### src/attn_pkg.sv
//##########################################################################
// shared widths, types and constants of the attention datapath
// operand stores are 8x8 row-major, T is limited to 1, 4 or 8 rows
//##########################################################################

package attn_pkg;

    //######################################################################
    // sizes and schedule constants
    //######################################################################

    // feature count, also the lane count of every dot product
    localparam int D_MODEL      = 8;
    // depth of every operand and result store
    localparam int MAT_SIZE     = D_MODEL * D_MODEL;
    // load window, one X, Wq, Wk, Wv element per cycle
    localparam int LOAD_CYCLES  = 192;
    localparam int W_SEG        = 64;
    // lets the last score leave its 3-stage pipeline before S is read
    localparam int DRAIN_CYCLES = 2;
    // full Q.K sum, 38-bit products plus 3 bits of growth
    localparam int DOT_W        = 41;

    //######################################################################
    // element types
    //######################################################################

    typedef logic signed [7:0]  token_t;
    typedef logic signed [7:0]  weight_t;
    typedef logic        [3:0]  rows_t;
    typedef logic        [7:0]  idx_t;
    typedef logic signed [18:0] proj_t;
    // clamped before the divide, so never negative
    typedef logic        [36:0] score_t;
    typedef logic signed [58:0] out_t;

    typedef enum logic [2:0] {
        IDLE,
        LOAD,
        PROJ_Q,
        PROJ_K,
        PROJ_V,
        SCORE,
        DRAIN,
        OUT
    } phase_t;

endpackage

### src/attn_step_counter.sv
//##########################################################################
// step index inside the current phase, cleared on every phase change
// the start beat counts as step 0 of the load window
//##########################################################################

`timescale 1ns/1ps

module attn_step_counter (
    input  logic             clk,
    input  logic             rst_n,
    input  attn_pkg::phase_t phase,
    input  logic             start,
    input  attn_pkg::rows_t  t_rows,
    output attn_pkg::idx_t   idx,
    output logic             last
);

    attn_pkg::idx_t len;

    // phase length in cycles
    always_comb begin
        case (phase)
            attn_pkg::PROJ_Q, attn_pkg::PROJ_K, attn_pkg::PROJ_V, attn_pkg::OUT:
                len = attn_pkg::idx_t'(t_rows) * attn_pkg::idx_t'(attn_pkg::D_MODEL);
            attn_pkg::SCORE: len = attn_pkg::idx_t'(t_rows) * attn_pkg::idx_t'(t_rows);
            attn_pkg::DRAIN: len = attn_pkg::idx_t'(attn_pkg::DRAIN_CYCLES);
            default:         len = attn_pkg::idx_t'(attn_pkg::LOAD_CYCLES);
        endcase
    end

    assign last = (phase != attn_pkg::IDLE) && (idx == len - 8'd1);

    always_ff @(posedge clk or negedge rst_n) begin
        if (!rst_n) begin
            idx <= '0;
        end else if (last) begin
            idx <= '0;
        end else if (start || (phase != attn_pkg::IDLE)) begin
            idx <= idx + 8'd1;
        end
    end

endmodule

### config.mk
export PLATFORM = sky130hd
export DESIGN_NAME = attn_step_counter
export DESIGN_NICKNAME = d
export VERILOG_FILES = /design/src/attn_pkg.sv /design/src/attn_step_counter.sv
export SDC_FILE = /design/constraint.sdc
export NUM_CORES = 1
export LEC_CHECK = 0
export BUFFER_PORTS_ARGS = -buffer_cell sky130_fd_sc_hd__buf_2
export CAP_MARGIN = 30
export CORE_ASPECT_RATIO = 1.1
export CORE_MARGIN = 2
export CORE_UTILIZATION = 49
export DETAILED_ROUTE_END_ITERATION = 8
export PLACE_DENSITY = 0.78
export SLEW_MARGIN = 20
export SYNTH_ARGS = -nofsm -noshare
export SYNTH_HDL_FRONTEND = slang
export SYNTH_SLANG_ARGS = --single-unit
### constraint.sdc
create_clock -name clk -period 2.75 [get_ports clk]
set_clock_uncertainty 0.05 [all_clocks]
set_input_delay 0.1375 -clock clk [delete_from_list [all_inputs] [get_ports clk]]
set_output_delay 0.1375 -clock clk [all_outputs]
set_load 0.02 [all_outputs]
# Yosys cells after proc, flatten, opt, wreduce, memory -nomap -nowiden
# Cells that the tools add are included.
[word_totals]
input_bits = 10
reg_bits = 8
elab_cells = 19
[op_classes]
n_mux = 3
n_mul = 1
reduce_logical = 5
eq_ne = 7
n_addsub = 2
[ops]
columns = ["op", "count"]
rows = [
  ["$pmux W8 S3", 1],
  ["$mux W8", 2],
  ["$eq A3 B3 Y1 const B", 4],
  ["$add A8 B1 Y8 const B", 1],
  ["$eq A8 B8 Y1", 1],
  ["$mul A4 B4 Y8", 1],
  ["$sub A8 B1 Y8 const B", 1],
  ["$eq A3 B2 Y1 const B", 2],
  ["$reduce_or A4 Y1", 1],
  ["$reduce_bool A3 Y1", 1],
  ["$reduce_bool A2 Y1", 1],
  ["$logic_and A1 B1 Y1", 1],
  ["$logic_or A1 B1 Y1", 1],
]

# Longest topological paths before layout
[logic_depth]
ltp_word = 7
mapped_depth = 13

# Worst setup path before layout
# OpenSTA, ideal clock, no wires.
[synth_path]
path_kind = "input port to flip-flop"
from = "in t_rows[0]"
to = "reg idx[0]"
t_required_ns = 2.626
setup_time_ns = 0.074
path_stages = 12
arrival_ns = 2.523
setup_slack_ns = 0.104
path_cell_list = "clkbuf_1 -> and2_1 -> ha_1 -> mux2_4 -> a32oi_2 -> or4b_4 -> nor2_2 -> nand4b_1 -> o211ai_1 -> and4_1 -> buf_6 -> o21ai_2"
[synth_via]
elab_chain_cells = 6
[synth_lines]
columns = ["element", "line", "rtl"]
rows = [
  ["start: declaration", "attn_step_counter.sv:13", "input attn_pkg::rows_t t_rows,"],
  ["$mul A4 B4 Y8", "attn_step_counter.sv:25", "attn_pkg::SCORE: len = attn_pkg::idx_t'(t_rows) * attn_pkg::idx_t'(t_rows);"],
  ["$pmux W8 S3 (*)", "attn_step_counter.sv:22", "case (phase)"],
  ["$sub A8 B1 Y8 (*)", "attn_step_counter.sv:31", "assign last = (phase != attn_pkg::IDLE) && (idx == len - 8'd1);"],
  ["$eq A8 B8 Y1 (*)", "attn_step_counter.sv:31", ""],
  ["$logic_and A1 B1 Y1 (*)", "attn_step_counter.sv:31", ""],
  ["net last", "attn_step_counter.sv:15", "output logic last"],
  ["$mux W8 or $reduce_bool A2 Y1 (tied branches)", "n/a", ""],
  ["end signal: assignment", "attn_step_counter.sv:39", "idx <= idx + 8'd1;"],
  ["end: declaration", "attn_step_counter.sv:14", "output attn_pkg::idx_t idx,"],
]
# The timed path passes the listed nets; every way through them passes the cells marked *.
# A chain may end at the register's enable or synchronous reset.

# Worst setup path after layout
[layout_path]
from = "in t_rows[1]"
to = "out last"
[layout_via]
elab_chain_cells = 5
[layout_lines]
columns = ["element", "line"]
rows = [
  ["$mul A4 B4 Y8", "attn_step_counter.sv:25"],
  ["$pmux W8 S3 (*)", "attn_step_counter.sv:22"],
  ["$sub A8 B1 Y8 (*)", "attn_step_counter.sv:31"],
  ["$eq A8 B8 Y1 (*)", "attn_step_counter.sv:31"],
  ["$logic_and A1 B1 Y1 (*)", "attn_step_counter.sv:31"],
  ["end: declaration", "attn_step_counter.sv:15"],
]
# Every way passes the cells marked *; elsewhere a longest branch is shown, timed or not.

==> flow_metrics.py <==
metrics = {
    "timing": {
        "timing_worst_slew_pin_value_ns": 0.607,
        "setup-violations-final": 0,
        "fin_crit_sh_pct": 97.3,
        "fmax_mhz": 374,
        "final-max-slew-violation-count": 0,
        "maxSlewHeadroom_pct": 59.1,
        "post-route-min-period_ns": 2.68,
        "count_of_final_hold_check_violations": 0,
        "whs_ns": 0.163,
    },
    "final_layout": {
        "number_of_inserted_diodes": 0,
        "largest_register_ff_count": 8,
        "largest_registers": "idx: 8 flops",
        "regMostFlops": "idx",
        "design.final.nets": 183,
        "final_design_area_no_fill_sq_mm": 0.00139,
        "fraction_of_final_layout_cells_sized_beyond_drive_strength_1_pct": 32.5,
        "syn_to_final_growth_pct": 26.7,
    },
    "run": {
        "timing.max_cap.violations": 0,
    },
    "drt": {
        "routedWlPerCell_um": 14.4,
        "drt-vias-per-instance": 5.77,
        "drcViolationCount": 0,
        "dr.first_iter.drc_count": 19,
        "vias": 1130,
        "ant_nets": 0,
        "drt_pre_antenna_iters": 4,
        "routed_wire_length_um": 2820,
    },
    "setup_path": {
        "critPathMaxFanout": 8,
        "critical-path-top-delay-family": "simple AND/OR/NAND/NOR gates",
        "critPathCaptureType": "primary output",
        "worstSetupStartpointType": "primary input",
        "timing.setup.critical_path_class": "primary input to primary output",
        "regToRegSetupSlack_ns": 0.51,
        "max_stage_delay_cell_worst_path": "or4b_4",
        "crit-reg2reg-launch": "idx[3]",
        "critical_path_buf_inv_count": 2,
        "max_stage_delay_ns": 0.53,
        "cp_data_arrival_time_ns": 2.49,
        "cp_data_required_time_ns": 2.56,
        "reg2regPathDepth": 8,
        "crit-reg2reg-capture": "idx[2]",
        "timing.critical_path.cells": "clkbuf_4 > and2_1 > ha_1 > mux2_4 > a32oi_2 > or4b_4 > xnor2_1 > o211ai_1 > and4_4 > buf_4",
    },
    "hold_path": {
        "hold_path.class": "primary input to register",
        "worstHoldStart": "start",
        "timing.hold.worst_path_depth": 4,
        "whs_endpoint": "idx[0]",
    },
    "clocking": {
        "clock_transition_at_path_regs_ns": 0.05,
        "ctsHtreeMaxLevel": 1,
        "root_buffer": "clkbuf_4",
        "clk_buf_depth": 2,
        "tritoncts": "yes",
        "clk-insertion-delay-late_ns": 0.24,
        "number_of_clock_buffers_inserted_by_tritoncts": 3,
        "clock_sink_count": 8,
        "cts_post_setup_buffers_inserted": 0,
    },
    "power": {
        "power-per-cell-area_mw_per_mm2": 664,
        "p_leak_nw": 0.592,
        "sw_frac_of_total_pct": 49.0,
        "clock_network_fraction_of_design_power_pct": 9.1,
        "comb_power_share_pct": 59.6,
        "power.sequential.fraction_pct": 31.4,
        "intPower_uw": 472,
        "ir_drop_mv": 0.785,
        "power.switching_uw": 453,
    },
    "logic_synthesis": {
        "synthArstFlopShare_pct": 100,
        "synth_top_flop_cell": "dfrtp_1",
        "synth_cell_types": 47,
        "synth-seq-cells": 8,
        "synth_fp_nets": 155,
        "syn_inst": 140,
        "synth_enable_flop_cells": 0,
        "synth_warnings": 0,
        "synth_sequential_area_ratio_pct": 18.2,
        "syn-mean-instance-area_sq_um": 7.86,
        "post_synth_instance_area_sq_mm": 0.00110,
    },
    "floorplan": {
        "rows": 18,
        "initial_utilization_pct": 50.3,
        "dieArea_sq_mm": 0.00264,
        "io_pins": 19,
        "core_area_sq_mm": 0.00218,
        "fp.dieH_um": 53.7,
        "die_w_um": 49.2,
    },
    "place": {
        "port-buffer-count": 18,
        "post_dp_cell_area_sq_mm": 0.00127,
        "gpl.final_weighted_congestion": 0.879,
        "final_hpwl_from_detailed_placement_um": 2120,
    },
    "global_routing": {
        "grt_max_degree": 19,
        "met3_usage_pct": 4.17,
        "globalRoute.totalOverflow": 0,
        "gr-max-usage-layer": "met2",
        "grt_antenna_before_repair": 0,
        "gr-usage-met2_pct": 43.2,
        "globalRouteMet1Util_pct": 23.9,
        "first_global_vias": 1089,
        "grt_pass1_wl_um": 4480,
        "gr-usage-all-layers_pct": 21.4,
    },
    "outcome": {
        "outcome": "complete, no violations",
    },
}
-- final cells by class --
cell class              instances  area [sq um]
multi-input cells             119           916
fillers                       199           791
clock buffers                   3          22.5
flip-flops and latches          8           200
inverters                       4          15.0
well taps                      30          37.5
repair buffers                 32           203
-- synth_stat cells (2+ instances only) --
master	instances	share of area (%)
nor2_1	16	5.5
nand3_1	10	4.6
nand2_1	9	3.1
xnor2_1	9	7.2
dfrtp_1	8	18
and2_1	6	3.4
ha_1	5	5.7
nand2b_1	5	2.8
xor2_1	5	4.0
a21oi_1	4	1.8
clkbuf_1	4	1.4
inv_1	4	1.4
nor4_1	4	2.3
and4_1	3	2.4
buf_2	3	1.4
nor2b_1	3	1.7
nor3_1	3	1.4
o211ai_1	3	2.0
a211oi_1	2	1.4
and3_1	2	1.1
buf_6	2	2.0
mux2i_1	2	1.8
nand4_1	2	1.1
nand4b_1	2	1.6
o21ai_2	2	1.6
-- per-stage QoR --
step	total power [mW]	instances	utilization, %	setup TNS, ns	setup slack (ns)
after floorplan	0.655	140	-	0	0.104
after global placement	0.791	192	58.2	0	0.0224
after detailed placement	0.813	192	58.2	-0.837	-0.110
after CTS	0.905	196	60.0	0	0.00576
after global routing	1.00	196	63.8	-0.0136	-0.0136
final	0.925	196	63.8	0	0.0748
-- metal layers --
metal | routed length (um) | vias to the layer above
met5 | 0 | -
li1 | - | 569
met2 | 1530 | 24
met1 | 1180 | 535
met4 | 14 | 0
met3 | 86 | 2
-- power groups by stage --
stage	Clock [mW]	Sequential (mW)	Combinational, mW
finish	0.0839	0.290	0.551
global route	0.0971	0.299	0.607
detailed placement	0	0.288	0.526
global placement	0	0.281	0.509
floorplan	0	0.311	0.344
CTS	0.0868	0.286	0.531
-- placed cells by master (no fill, tap or decap), types with 3 or more instances in the layout --
| cell type | n |
|---|---|
| nand3_1 | 9 |
| nand2_1 | 9 |
| nand2b_1 | 5 |
| dfrtp_1 | 8 |
| inv_1 | 4 |
| o211ai_1 | 3 |
| ha_1 | 3 |
| nor4_1 | 4 |
| xnor2_1 | 9 |
| buf_2 | 16 |
| nor2_1 | 14 |
| and2_1 | 6 |
| clkbuf_4 | 4 |
| buf_4 | 14 |
| xor2_1 | 5 |
| nor3_1 | 3 |
-- logic make-up after synthesis --
kind of cell             count (synthesis)  synth area share (%)
AO/OA/AOI/OAI                           21                  15.8
buffers and inverters                   13                  6.14
adder cells (fa/ha/maj)                  6                  6.60
AND/OR/NAND/NOR                         75                  38.9
flip-flops                               8                  18.2
XOR/XNOR                                14                  11.1
multiplexers                             3                  3.19
-- tightest hold or removal path, cell delays in order --
cell and delay [ns]:
buf_2 0.08, nor4_1 0.07, nand2_1 0.08, o21ai_2 0.05
-- how the worst max path moves through the flow --
stage | endpoint | cells past startpoint | start | slack [ns]
after detailed placement | idx[0] | 12 | t_rows[3] | -0.11
after floorplan | idx[0] | 12 | t_rows[0] | 0.10
after global routing | last | 12 | t_rows[2] | -0.01
after global placement | idx[1] | 12 | t_rows[0] | 0.02
after CTS | last | 12 | t_rows[2] | 0.006
final | last | 10 | t_rows[1] | 0.07
-- timing repair --
item                                    4_1_cts  5_1_grt
endpoints found under the hold margin         8        0
resized for setup                             2       16
endpoints found under the setup margin        1        1
hold buffers                                  1        0
cloned                                        0        0
pin swaps                                     0        5
No activity file was read; power rests on OpenSTA's default activity.
