### src/attn_pkg.sv
//##########################################################################
// shared widths, types and constants of the attention datapath
// operand stores are 8x8 row-major, T is limited to 1, 4 or 8 rows
//##########################################################################

package attn_pkg;

    //######################################################################
    // sizes and schedule constants
    //######################################################################

    // feature count, also the lane count of every dot product
    localparam int D_MODEL      = 8;
    // depth of every operand and result store
    localparam int MAT_SIZE     = D_MODEL * D_MODEL;
    // load window, one X, Wq, Wk, Wv element per cycle
    localparam int LOAD_CYCLES  = 192;
    localparam int W_SEG        = 64;
    // lets the last score leave its 3-stage pipeline before S is read
    localparam int DRAIN_CYCLES = 2;
    // full Q.K sum, 38-bit products plus 3 bits of growth
    localparam int DOT_W        = 41;

    //######################################################################
    // element types
    //######################################################################

    typedef logic signed [7:0]  token_t;
    typedef logic signed [7:0]  weight_t;
    typedef logic        [3:0]  rows_t;
    typedef logic        [7:0]  idx_t;
    typedef logic signed [18:0] proj_t;
    // clamped before the divide, so never negative
    typedef logic        [36:0] score_t;
    typedef logic signed [58:0] out_t;

    typedef enum logic [2:0] {
        IDLE,
        LOAD,
        PROJ_Q,
        PROJ_K,
        PROJ_V,
        SCORE,
        DRAIN,
        OUT
    } phase_t;

endpackage

### src/attn_ctrl.sv
//##########################################################################
// phase FSM of the attention run, advanced by the step counter's last flag
// in_valid is only looked at in IDLE, T values other than 1 or 4 run as 8
//##########################################################################

`timescale 1ns/1ps

module attn_ctrl (
    input  logic             clk,
    input  logic             rst_n,
    input  logic             in_valid,
    input  attn_pkg::rows_t  t_in,
    input  logic             last,
    output attn_pkg::phase_t phase,
    output logic             start,
    output attn_pkg::rows_t  t_rows
);

    attn_pkg::phase_t phase_nxt;
    attn_pkg::rows_t  t_norm;

    // first load beat, seen while still idle
    assign start = (phase == attn_pkg::IDLE) && in_valid;

    always_comb begin
        case (t_in)
            4'd1:    t_norm = 4'd1;
            4'd4:    t_norm = 4'd4;
            default: t_norm = attn_pkg::rows_t'(attn_pkg::D_MODEL);
        endcase
    end

    always_comb begin
        phase_nxt = phase;
        case (phase)
            attn_pkg::IDLE: begin
                if (in_valid)
                    phase_nxt = attn_pkg::LOAD;
            end
            attn_pkg::LOAD:   if (last) phase_nxt = attn_pkg::PROJ_Q;
            attn_pkg::PROJ_Q: if (last) phase_nxt = attn_pkg::PROJ_K;
            attn_pkg::PROJ_K: if (last) phase_nxt = attn_pkg::PROJ_V;
            attn_pkg::PROJ_V: if (last) phase_nxt = attn_pkg::SCORE;
            attn_pkg::SCORE:  if (last) phase_nxt = attn_pkg::DRAIN;
            attn_pkg::DRAIN:  if (last) phase_nxt = attn_pkg::OUT;
            attn_pkg::OUT:    if (last) phase_nxt = attn_pkg::IDLE;
            default:          phase_nxt = attn_pkg::IDLE;
        endcase
    end

    always_ff @(posedge clk or negedge rst_n) begin
        if (!rst_n) begin
            phase <= attn_pkg::IDLE;
        end else begin
            phase <= phase_nxt;
        end
    end

    // T is held for the whole run
    always_ff @(posedge clk or negedge rst_n) begin
        if (!rst_n) begin
            t_rows <= attn_pkg::rows_t'(attn_pkg::D_MODEL);
        end else if (start) begin
            t_rows <= t_norm;
        end
    end

endmodule

### config.mk
export PLATFORM = sky130hd
export DESIGN_NAME = attn_ctrl
export DESIGN_NICKNAME = d
export VERILOG_FILES = /design/src/attn_pkg.sv /design/src/attn_ctrl.sv
export SDC_FILE = /design/constraint.sdc
export NUM_CORES = 1
export LEC_CHECK = 0
export ABC_AREA = 0
export ABC_CLOCK_PERIOD_IN_PS = 2400
export BUFFER_PORTS_ARGS = -buffer_cell sky130_fd_sc_hd__buf_2
export CAP_MARGIN = 30
export CORE_AREA = 2 2 39 41
export DETAILED_ROUTE_END_ITERATION = 8
export DIE_AREA = 0 0 41 43
export PLACE_DENSITY = 0.65
export SKIP_CTS_REPAIR_TIMING = 1
export SLEW_MARGIN = 0
export SYNTH_ARGS = -nofsm -noshare
export SYNTH_HDL_FRONTEND = slang
export SYNTH_SLANG_ARGS = --single-unit
### constraint.sdc
create_clock -name clk -period 2.4 [get_ports clk]
set_clock_uncertainty 0.2 [all_clocks]
set_input_delay 0.48 -clock clk [delete_from_list [all_inputs] [get_ports clk]]
set_output_delay 0.48 -clock clk [all_outputs]
set_load 0.01 [all_outputs]
### After elaboration in Yosys (flattened, before gate mapping)

Cells that the tools add are included.

* $add $sub $neg: 0
* multipliers: 0
* divide/modulo/power cells: 0
* magnitude comparators: 0
* equal/unequal tests: 17
* shifts and indexed selects: 0
* multiplexer cells: 10
* bitwise gates (word level): 0
* reductions and logical operators: 3

Operator list (number)
* 3-bit 2-to-1 mux: 8
* 3-bit case mux with 8 select lines: 1
* 2-bit != test, second input constant: 8
* 3-bit equality test, second input constant: 4
* 4-bit case mux with 2 select lines: 1
* 8-bit AND reduction: 1
* 3-bit by 2-bit equality test with 1-bit output, second input constant: 2
* 4-bit by 1-bit equality test with 1-bit output, second input constant: 1
* 4-bit by 3-bit equality test with 1-bit output, second input constant: 1
* 3-bit by 1-bit equality test with 1-bit output, second input constant: 1
* 3-bit logical NOT: 1
* 1-bit logical AND: 1

* flip-flop bits (word level): 7
* latch bits: 0
* RAM bits: 0
* memory bits (read-only): 0
* input bits: 8
* logic and storage cells: 32
* memories: 0

### Logic depth before layout (Yosys ltp)

Gate-level depths: netlist of the first run.

* depth after elaboration: 3
* mapped depth: 6

### Least setup slack after synthesis of the first run

No wires, ideal clock.

* path kind: register to register
* start: register phase[0]
* end: register phase[1]
* library setup time: 127 ps
* arrival time: 1507 ps
* data required time: 2073 ps
* setup slack: 566 ps
* stages on the path, launching flop included: 6
* buffers on the path: 0
* clock period less this slack: 1834 ps
* path through: dfrtp_1 inv_1 ha_1 a2111oi_4 nand2b_1 mux2_1

* cells in the longest elaborated chain, start to end: 3
* elaborated cells on any way between the ends: 18

Ends and longest elaborated chain
* from (decl): RTL line attn_ctrl.sv:14 `output attn_pkg::phase_t phase,`
* from (signal assigned): RTL line attn_ctrl.sv:53 `phase <= attn_pkg::IDLE;`
* from (signal assigned): RTL line attn_ctrl.sv:55 `phase <= phase_nxt;`
* 3-bit by 1-bit equality test with 1-bit output (tied with other cells): RTL line attn_ctrl.sv:35 `case (phase)`
* 2-bit != test (no line)
* 8-bit AND reduction (no line)

Parallel ways exist; a longest one is shown, timed or not.
A chain may end at the register's enable or synchronous reset.

### Final worst setup path of the first run

* start: register phase[0]
* end: output start

* cells in the longest elaborated chain, start to end: 2

Ends and longest elaborated chain
* 3-bit logical NOT: RTL line attn_ctrl.sv:23 `assign start = (phase == attn_pkg::IDLE) && in_valid;`
* 1-bit logical AND: RTL line attn_ctrl.sv:23
* to (decl): RTL line attn_ctrl.sv:15 `output logic start,`

Every way passes these cells.

==> flow_metrics.tcl, run 1 <==
set metrics [dict create \
    status "finished, final reports clean" \
    synth_fp_nets 52 \
    netlist_top_cells_count "dfrtp_1 (5), ha_1 (4), nand2_1 (4), o21ai_1 (4)" \
    p_int_w 0.000359 \
    synthTopCellsByArea "dfrtp_1 (31%), ha_1 (12%), a2111oi_4 (6.8%)" \
    synth_top_area_share_pct 30.9 \
    layout-drive-gt1-share_pct 34.5 \
    io_pins 16 \
    ys_warn_count 0 \
    fmax_mhz 466 \
    startpoint_type "flip-flop" \
    die_height_um 43 \
    die_w_um 41 \
    ys.flop_type "dfrtp_1" \
    r2r_cells 5 \
    diodes 0 \
    avgSynthCellArea_um2 10.1 \
    p_sw_share_pct 38.9 \
    holdWs_ns 0.265 \
    clkPwrFrac_pct 17.0 \
    viasPerCell 4.81 \
    critPathRequiredTime_ns 1.72 \
    drt-total-wl_um 695 \
    die_area_um2 1760 \
    syn_area_um2 405 \
    clkSinkCount 6 \
    final_hold_viol_count 0 \
    numCtsBuffers 3 \
    seqPwrFrac_pct 32.1 \
    antenna_found_initial 0 \
    endpoint_kind "output port" \
    clk_latency_ns 0.25 \
    drcViolationCount 0 \
    yosysSeqAreaShare_pct 37.3 \
    track_usage_pct 10.8 \
    min_period_ns 2.15 \
    rows 14 \
    synth_edf_count 0 \
    rr_startpoint "phase[0]$_DFFE_PN0P_" \
    cp.arrival_ns 1.47 \
    fin_nets 71 \
    crit_fanout 7 \
    drt_iter0_markers 5 \
    grt_pass1_wl_um 1170 \
    combPwrFrac_pct 50.9 \
    vias 356 \
    yosys.cell_count.top_type "dfrtp_1" \
    syn_inst 40 \
    synth_seq_cells 6 \
    start_util_pct 29.3 \
    cts_tree "yes" \
    synth_cell_types 20 \
    firstDrtPassIters 4 \
    gp_congestion 0.692 \
    fin_tns_setup_ns 0 \
    setup_viol 0 \
    r2r_setup_slack_ns 0.53 \
    utilization_pct 37.9 \
    cts_root_buffer "clkbuf_4" \
    htreeDepth 1 \
    finalMaxSlewViolations 0 \
    whs_path_depth 2 \
    clockBufferDepth 2 \
    min-delay-start "t_rows[3]$_DFFE_PN1P_" \
    peakVddDrop_mv 0.390 \
    critPathKind "reg2out" \
    synth_async_sr_flop_share_pct 100 \
    rsz0062_at_grt "false" \
    leakage_nw 0.257 \
    hold_class "reg2reg" \
    cap_viol_max_count 0 \
    portBuffers 14 \
    yosys.area.top_type "dfrtp_1" \
    min_period_over_period_pct 89.5 \
    overflow 0 \
    p_switching_w 0.000229 \
    synthToLayoutAreaGrowth_pct 29.3 \
    clk_pin_slew_ns 0.04 \
    grt_pass1_vias 299 \
    power_density_nw_per_um2 1120 \
    wire_per_inst_um 9.39 \
    r2r-end "phase[1]$_DFFE_PN0P_" \
    grt_max_degree 8 \
    ant_nets 0 \
    hold_path_end "t_rows[3]$_DFFE_PN1P_" \
    core_um2 1380 \
]
==> cell type report <==
cell class,count,area [um2]
multi-input combinational,30,235
tap,16,20.0
timing repair buffer,15,80.1
sequential,6,151
inverter,3,11.3
clock buffer,4,26.3
fill,146,860
==> registers in the layout, summed over array words and instances (netlist names) <==
signal  flops
t_rows      3
phase       3
==> stage by stage <==
| step | area, um2 | setup slack [ns] | total power (W) | std cells |
|---|---|---|---|---|
| floorplan | 405 | 0.566 | 0.000408 | 40 |
| global placement | 488 | 0.522 | 0.000493 | 69 |
| detailed placement | 488 | 0.490 | 0.000496 | 69 |
| CTS | 514 | 0.229 | 0.000598 | 73 |
| global route | 524 | 0.0633 | 0.000651 | 74 |
| finish | 524 | 0.253 | 0.000588 | 74 |
==> metal layers <==
metal | track usage (%) | share of wire [%] | vias to the layer above | wire length, um
met3 | 3.14 | 6.8 | 4 | 47
met2 | 13.4 | 47 | 15 | 329
met5 | 0 | 0 | - | 0
li1 | - | - | 177 | -
met4 | 14.0 | 5.3 | 0 | 37
met1 | 12.2 | 40 | 160 | 280
==> cells in the final DEF (no fill, tap or decap), drive strengths merged, types with 2 or more instances in the layout <==
master   count
a2111oi      3
nand2b       3
ha           4
or4b         2
buf         14
clkbuf       4
nand2        4
nor2         3
o21ai        4
dfrtp        5
inv          3
==> power groups by stage <==
| stage | sequential, W | combinational (W) | clock (W) |
|---|---|---|---|
| after floorplan | 0.000208 | 0.000200 | 0 |
| after global placement | 0.000190 | 0.000303 | 0 |
| after detailed placement | 0.000190 | 0.000306 | 0 |
| after CTS | 0.000190 | 0.000305 | 0.000103 |
| after global routing | 0.000199 | 0.000342 | 0.000110 |
| final | 0.000189 | 0.000299 | 0.0000999 |
==> kinds of logic after synthesis <==
logic type                 share of synthesized area, %
AOI/OAI and AO/OA                                  18.8
xor gates and xnor gates                           2.16
adders and majority gates                          12.3
buffers and inverters                              4.63
DFF                                                37.3
muxes                                              2.78
other                                             0.925
and+or+nand+nor                                    21.0
==> worst max path at each step <==
stage                     depth (start not counted)                    to                 start  slack, ns
after floorplan                                   5  phase[1]$_DFFE_PN0P_  phase[0]$_DFFE_PN0P_       0.57
after global placement                            5                 start  phase[1]$_DFFE_PN0P_       0.52
after detailed placement                          5                 start  phase[0]$_DFFE_PN0P_       0.49
after CTS                                         5                 start  phase[0]$_DFFE_PN0P_       0.23
after global routing                              5                 start  phase[0]$_DFFE_PN0P_       0.06
final                                             5                 start  phase[0]$_DFFE_PN0P_       0.25
==> critical path: stages, from the launching register on <==
cell	delay (ns)
dfrtp_1	0.41
inv_1	0.09
ha_1	0.27
nand3b_1	0.24
inv_1	0.09
buf_2	0.13
Power figures use the tool's default switching activity.
==> run 2: changes to the inputs <==
BUFFER_PORTS_ARGS = unset   (was -buffer_cell sky130_fd_sc_hd__buf_2)
DONT_BUFFER_PORTS = 1   (was unset)
PLACE_DENSITY = 0.55   (was 0.65)
==> run 2 against run 1 <==
Effect of this change: total power fell by 7.1%; flip-flop and latch count did not move; count of clock-buffer cells in the layout did not move; final area fell by 13%; critical path depth fell by 1; via count fell by 17%; setup slack got worse by 0.020 ns; global-route usage fell by 1.4 points; non-clock buffer count fell by 14; first-iteration DRC count fell by 60%; routed wire length fell by 3.3%; sequential power rose by 15%; critical path type unchanged; critical endpoint unchanged; largest power group unchanged.
==> flow_metrics.tcl, run 2 (synthesis results as in run 1) <==
set metrics [dict create \
    final_cell_mix "dfrtp_1 (5), nand2_1 (4), o21ai_1 (4), ha_1 (4)" \
    start_util_pct 29.3 \
    cpMostUsedCell "inv_1" \
    die_area_um2 1760 \
    overflow 0 \
    layout_commonest_cell "dfrtp_1" \
    clkPwrFrac_pct 18.2 \
    fmax_mhz 462 \
    whs_path_depth 2 \
    startpoint "phase[0]$_DFFE_PN0P_" \
    cts_root_buffer "clkbuf_4" \
    synthToLayoutAreaGrowth_pct 12.0 \
    holdWs_ns 0.200 \
    combPwrFrac_pct 42.1 \
    fin_cells 60 \
    n_fill_cell 151 \
    die_height_um 43 \
    layout-drive-gt1-share_pct 13.6 \
    drcViolationCount 0 \
    startpoint_type "flip-flop" \
    core_um2 1380 \
    crit_fanout 7 \
    clockBufferDepth 2 \
    top_regs "phase x3, t_rows x3" \
    cpMaxStageDelayCell "dfrtp_1" \
    p_sw_share_pct 40.2 \
    htreeDepth 1 \
    cp.arrival_ns 1.49 \
    drt-total-wl_um 672 \
    critPathRequiredTime_ns 1.72 \
    grt_pass1_wl_um 1060 \
    rows 14 \
    min_period_over_period_pct 90.3 \
    clkSinkCount 6 \
    cp.depth 4 \
    p_int_w 0.000327 \
    rr_startpoint "phase[0]$_DFFE_PN0P_" \
    diodes 0 \
    leakage_nw 0.197 \
    hold_class "in2reg" \
    crit_chain "inv_1, ha_1, nand3b_1, inv_1" \
    vias 295 \
    critPathKind "reg2out" \
    track_usage_pct 9.40 \
    r2r_cells 5 \
    min_period_ns 2.17 \
    antenna_found_initial 0 \
    r2r_setup_slack_ns 0.43 \
    final_hold_viol_count 0 \
    path_delay_family "flip-flops" \
    fin_tns_setup_ns 0 \
    crit_end "start" \
    power_density_nw_per_um2 1200 \
    firstDrtPassIters 2 \
    portBuffers 0 \
    dp_cells 55 \
    viasPerCell 4.92 \
    dpl.hpwl_um 560 \
    slowest_delay_ns 0.45 \
    r2r-end "phase[1]$_DFFE_PN0P_" \
    clk_pin_slew_ns 0.05 \
    rsz0062_at_grt "false" \
    finalMaxSlewViolations 0 \
    numCtsBuffers 3 \
    cap_viol_max_count 0 \
    grt_max_degree 8 \
    p_switching_w 0.000220 \
    peakVddDrop_mv 0.383 \
    endpoint_kind "output port" \
    ant_nets 0 \
    path_buf_inv 2 \
    setup_viol 0 \
    seqPwrFrac_pct 39.7 \
    wire_per_inst_um 11.2 \
    cts_tree "yes" \
    gp_congestion 0.652 \
    die_w_um 41 \
    fin_nets 57 \
    io_pins 16 \
    status "finished, final reports clean" \
    drt_iter0_markers 2 \
    grt_pass1_vias 293 \
    clk_latency_ns 0.24 \
]
## run 2: cell types whose count changed in the layout (fill, tap and decap cells not counted)
cell	change
buf_2	-14
## run 2: worst reg2reg max path, cell delays in order, from the launching register on
cell,delay (ns)
dfrtp_1,0.46
inv_1,0.09
ha_1,0.28
a2111oi_4,0.34
nand2b_1,0.16
mux2_1,0.31
## run 2: through the flow
stage | setup slack (ns) | power, W | utilization, % | area (um2)
finish | 0.233 | 0.000547 | 32.8 | 454
floorplan | 0.566 | 0.000408 | - | 405
global placement | 0.454 | 0.000448 | 30.2 | 418
CTS | 0.196 | 0.000555 | 32.1 | 444
global route | 0.0892 | 0.000596 | 32.8 | 454
detailed placement | 0.427 | 0.000451 | 30.2 | 418
## run 2: power groups by stage
stage,Clock [W],Combinational [W],Sequential [W]
after detailed placement,0,0.000231,0.000220
final,0.0000993,0.000230,0.000217
after global routing,0.000111,0.000261,0.000225
after CTS,0.000104,0.000232,0.000218
after global placement,0,0.000228,0.000220
after floorplan,0,0.000200,0.000208
## run 2: layer usage
metal	up-vias	part of all wire, %	global-route usage, %
met5	-	0	0
met4	0	0	4.00
met3	0	8.8	7.85
met2	10	51	14.4
met1	135	40	8.55
li1	150	-	-
## run 2: layout make-up
cell class / count / area (um2) / share of cell area, %
clock buffers: 4 / 26.3 / 5.79
multi-input cells: 30 / 235 / 51.8
inverters: 3 / 11.3 / 2.48
well taps: 16 / 20.0 / 4.41
repair buffers: 1 / 10.0 / 2.20
flip-flops and latches: 6 / 151 / 33.3
## run 2: how the worst min path moves through the flow
| stage | startpoint | endpoint | slack (ns) |
|---|---|---|---|
| floorplan | rst_n | phase[0]$_DFFE_PN0P_ | -0.02 |
| CTS | rst_n | t_rows[2]$_DFFE_PN0P_ | -0.28 |
| detailed placement | rst_n | phase[1]$_DFFE_PN0P_ | -0.02 |
| finish | t_in[3] | t_rows[2]$_DFFE_PN0P_ | 0.20 |
| global placement | rst_n | phase[0]$_DFFE_PN0P_ | -0.02 |
| global route | t_in[2] | t_rows[0]$_DFFE_PN0P_ | 0.21 |
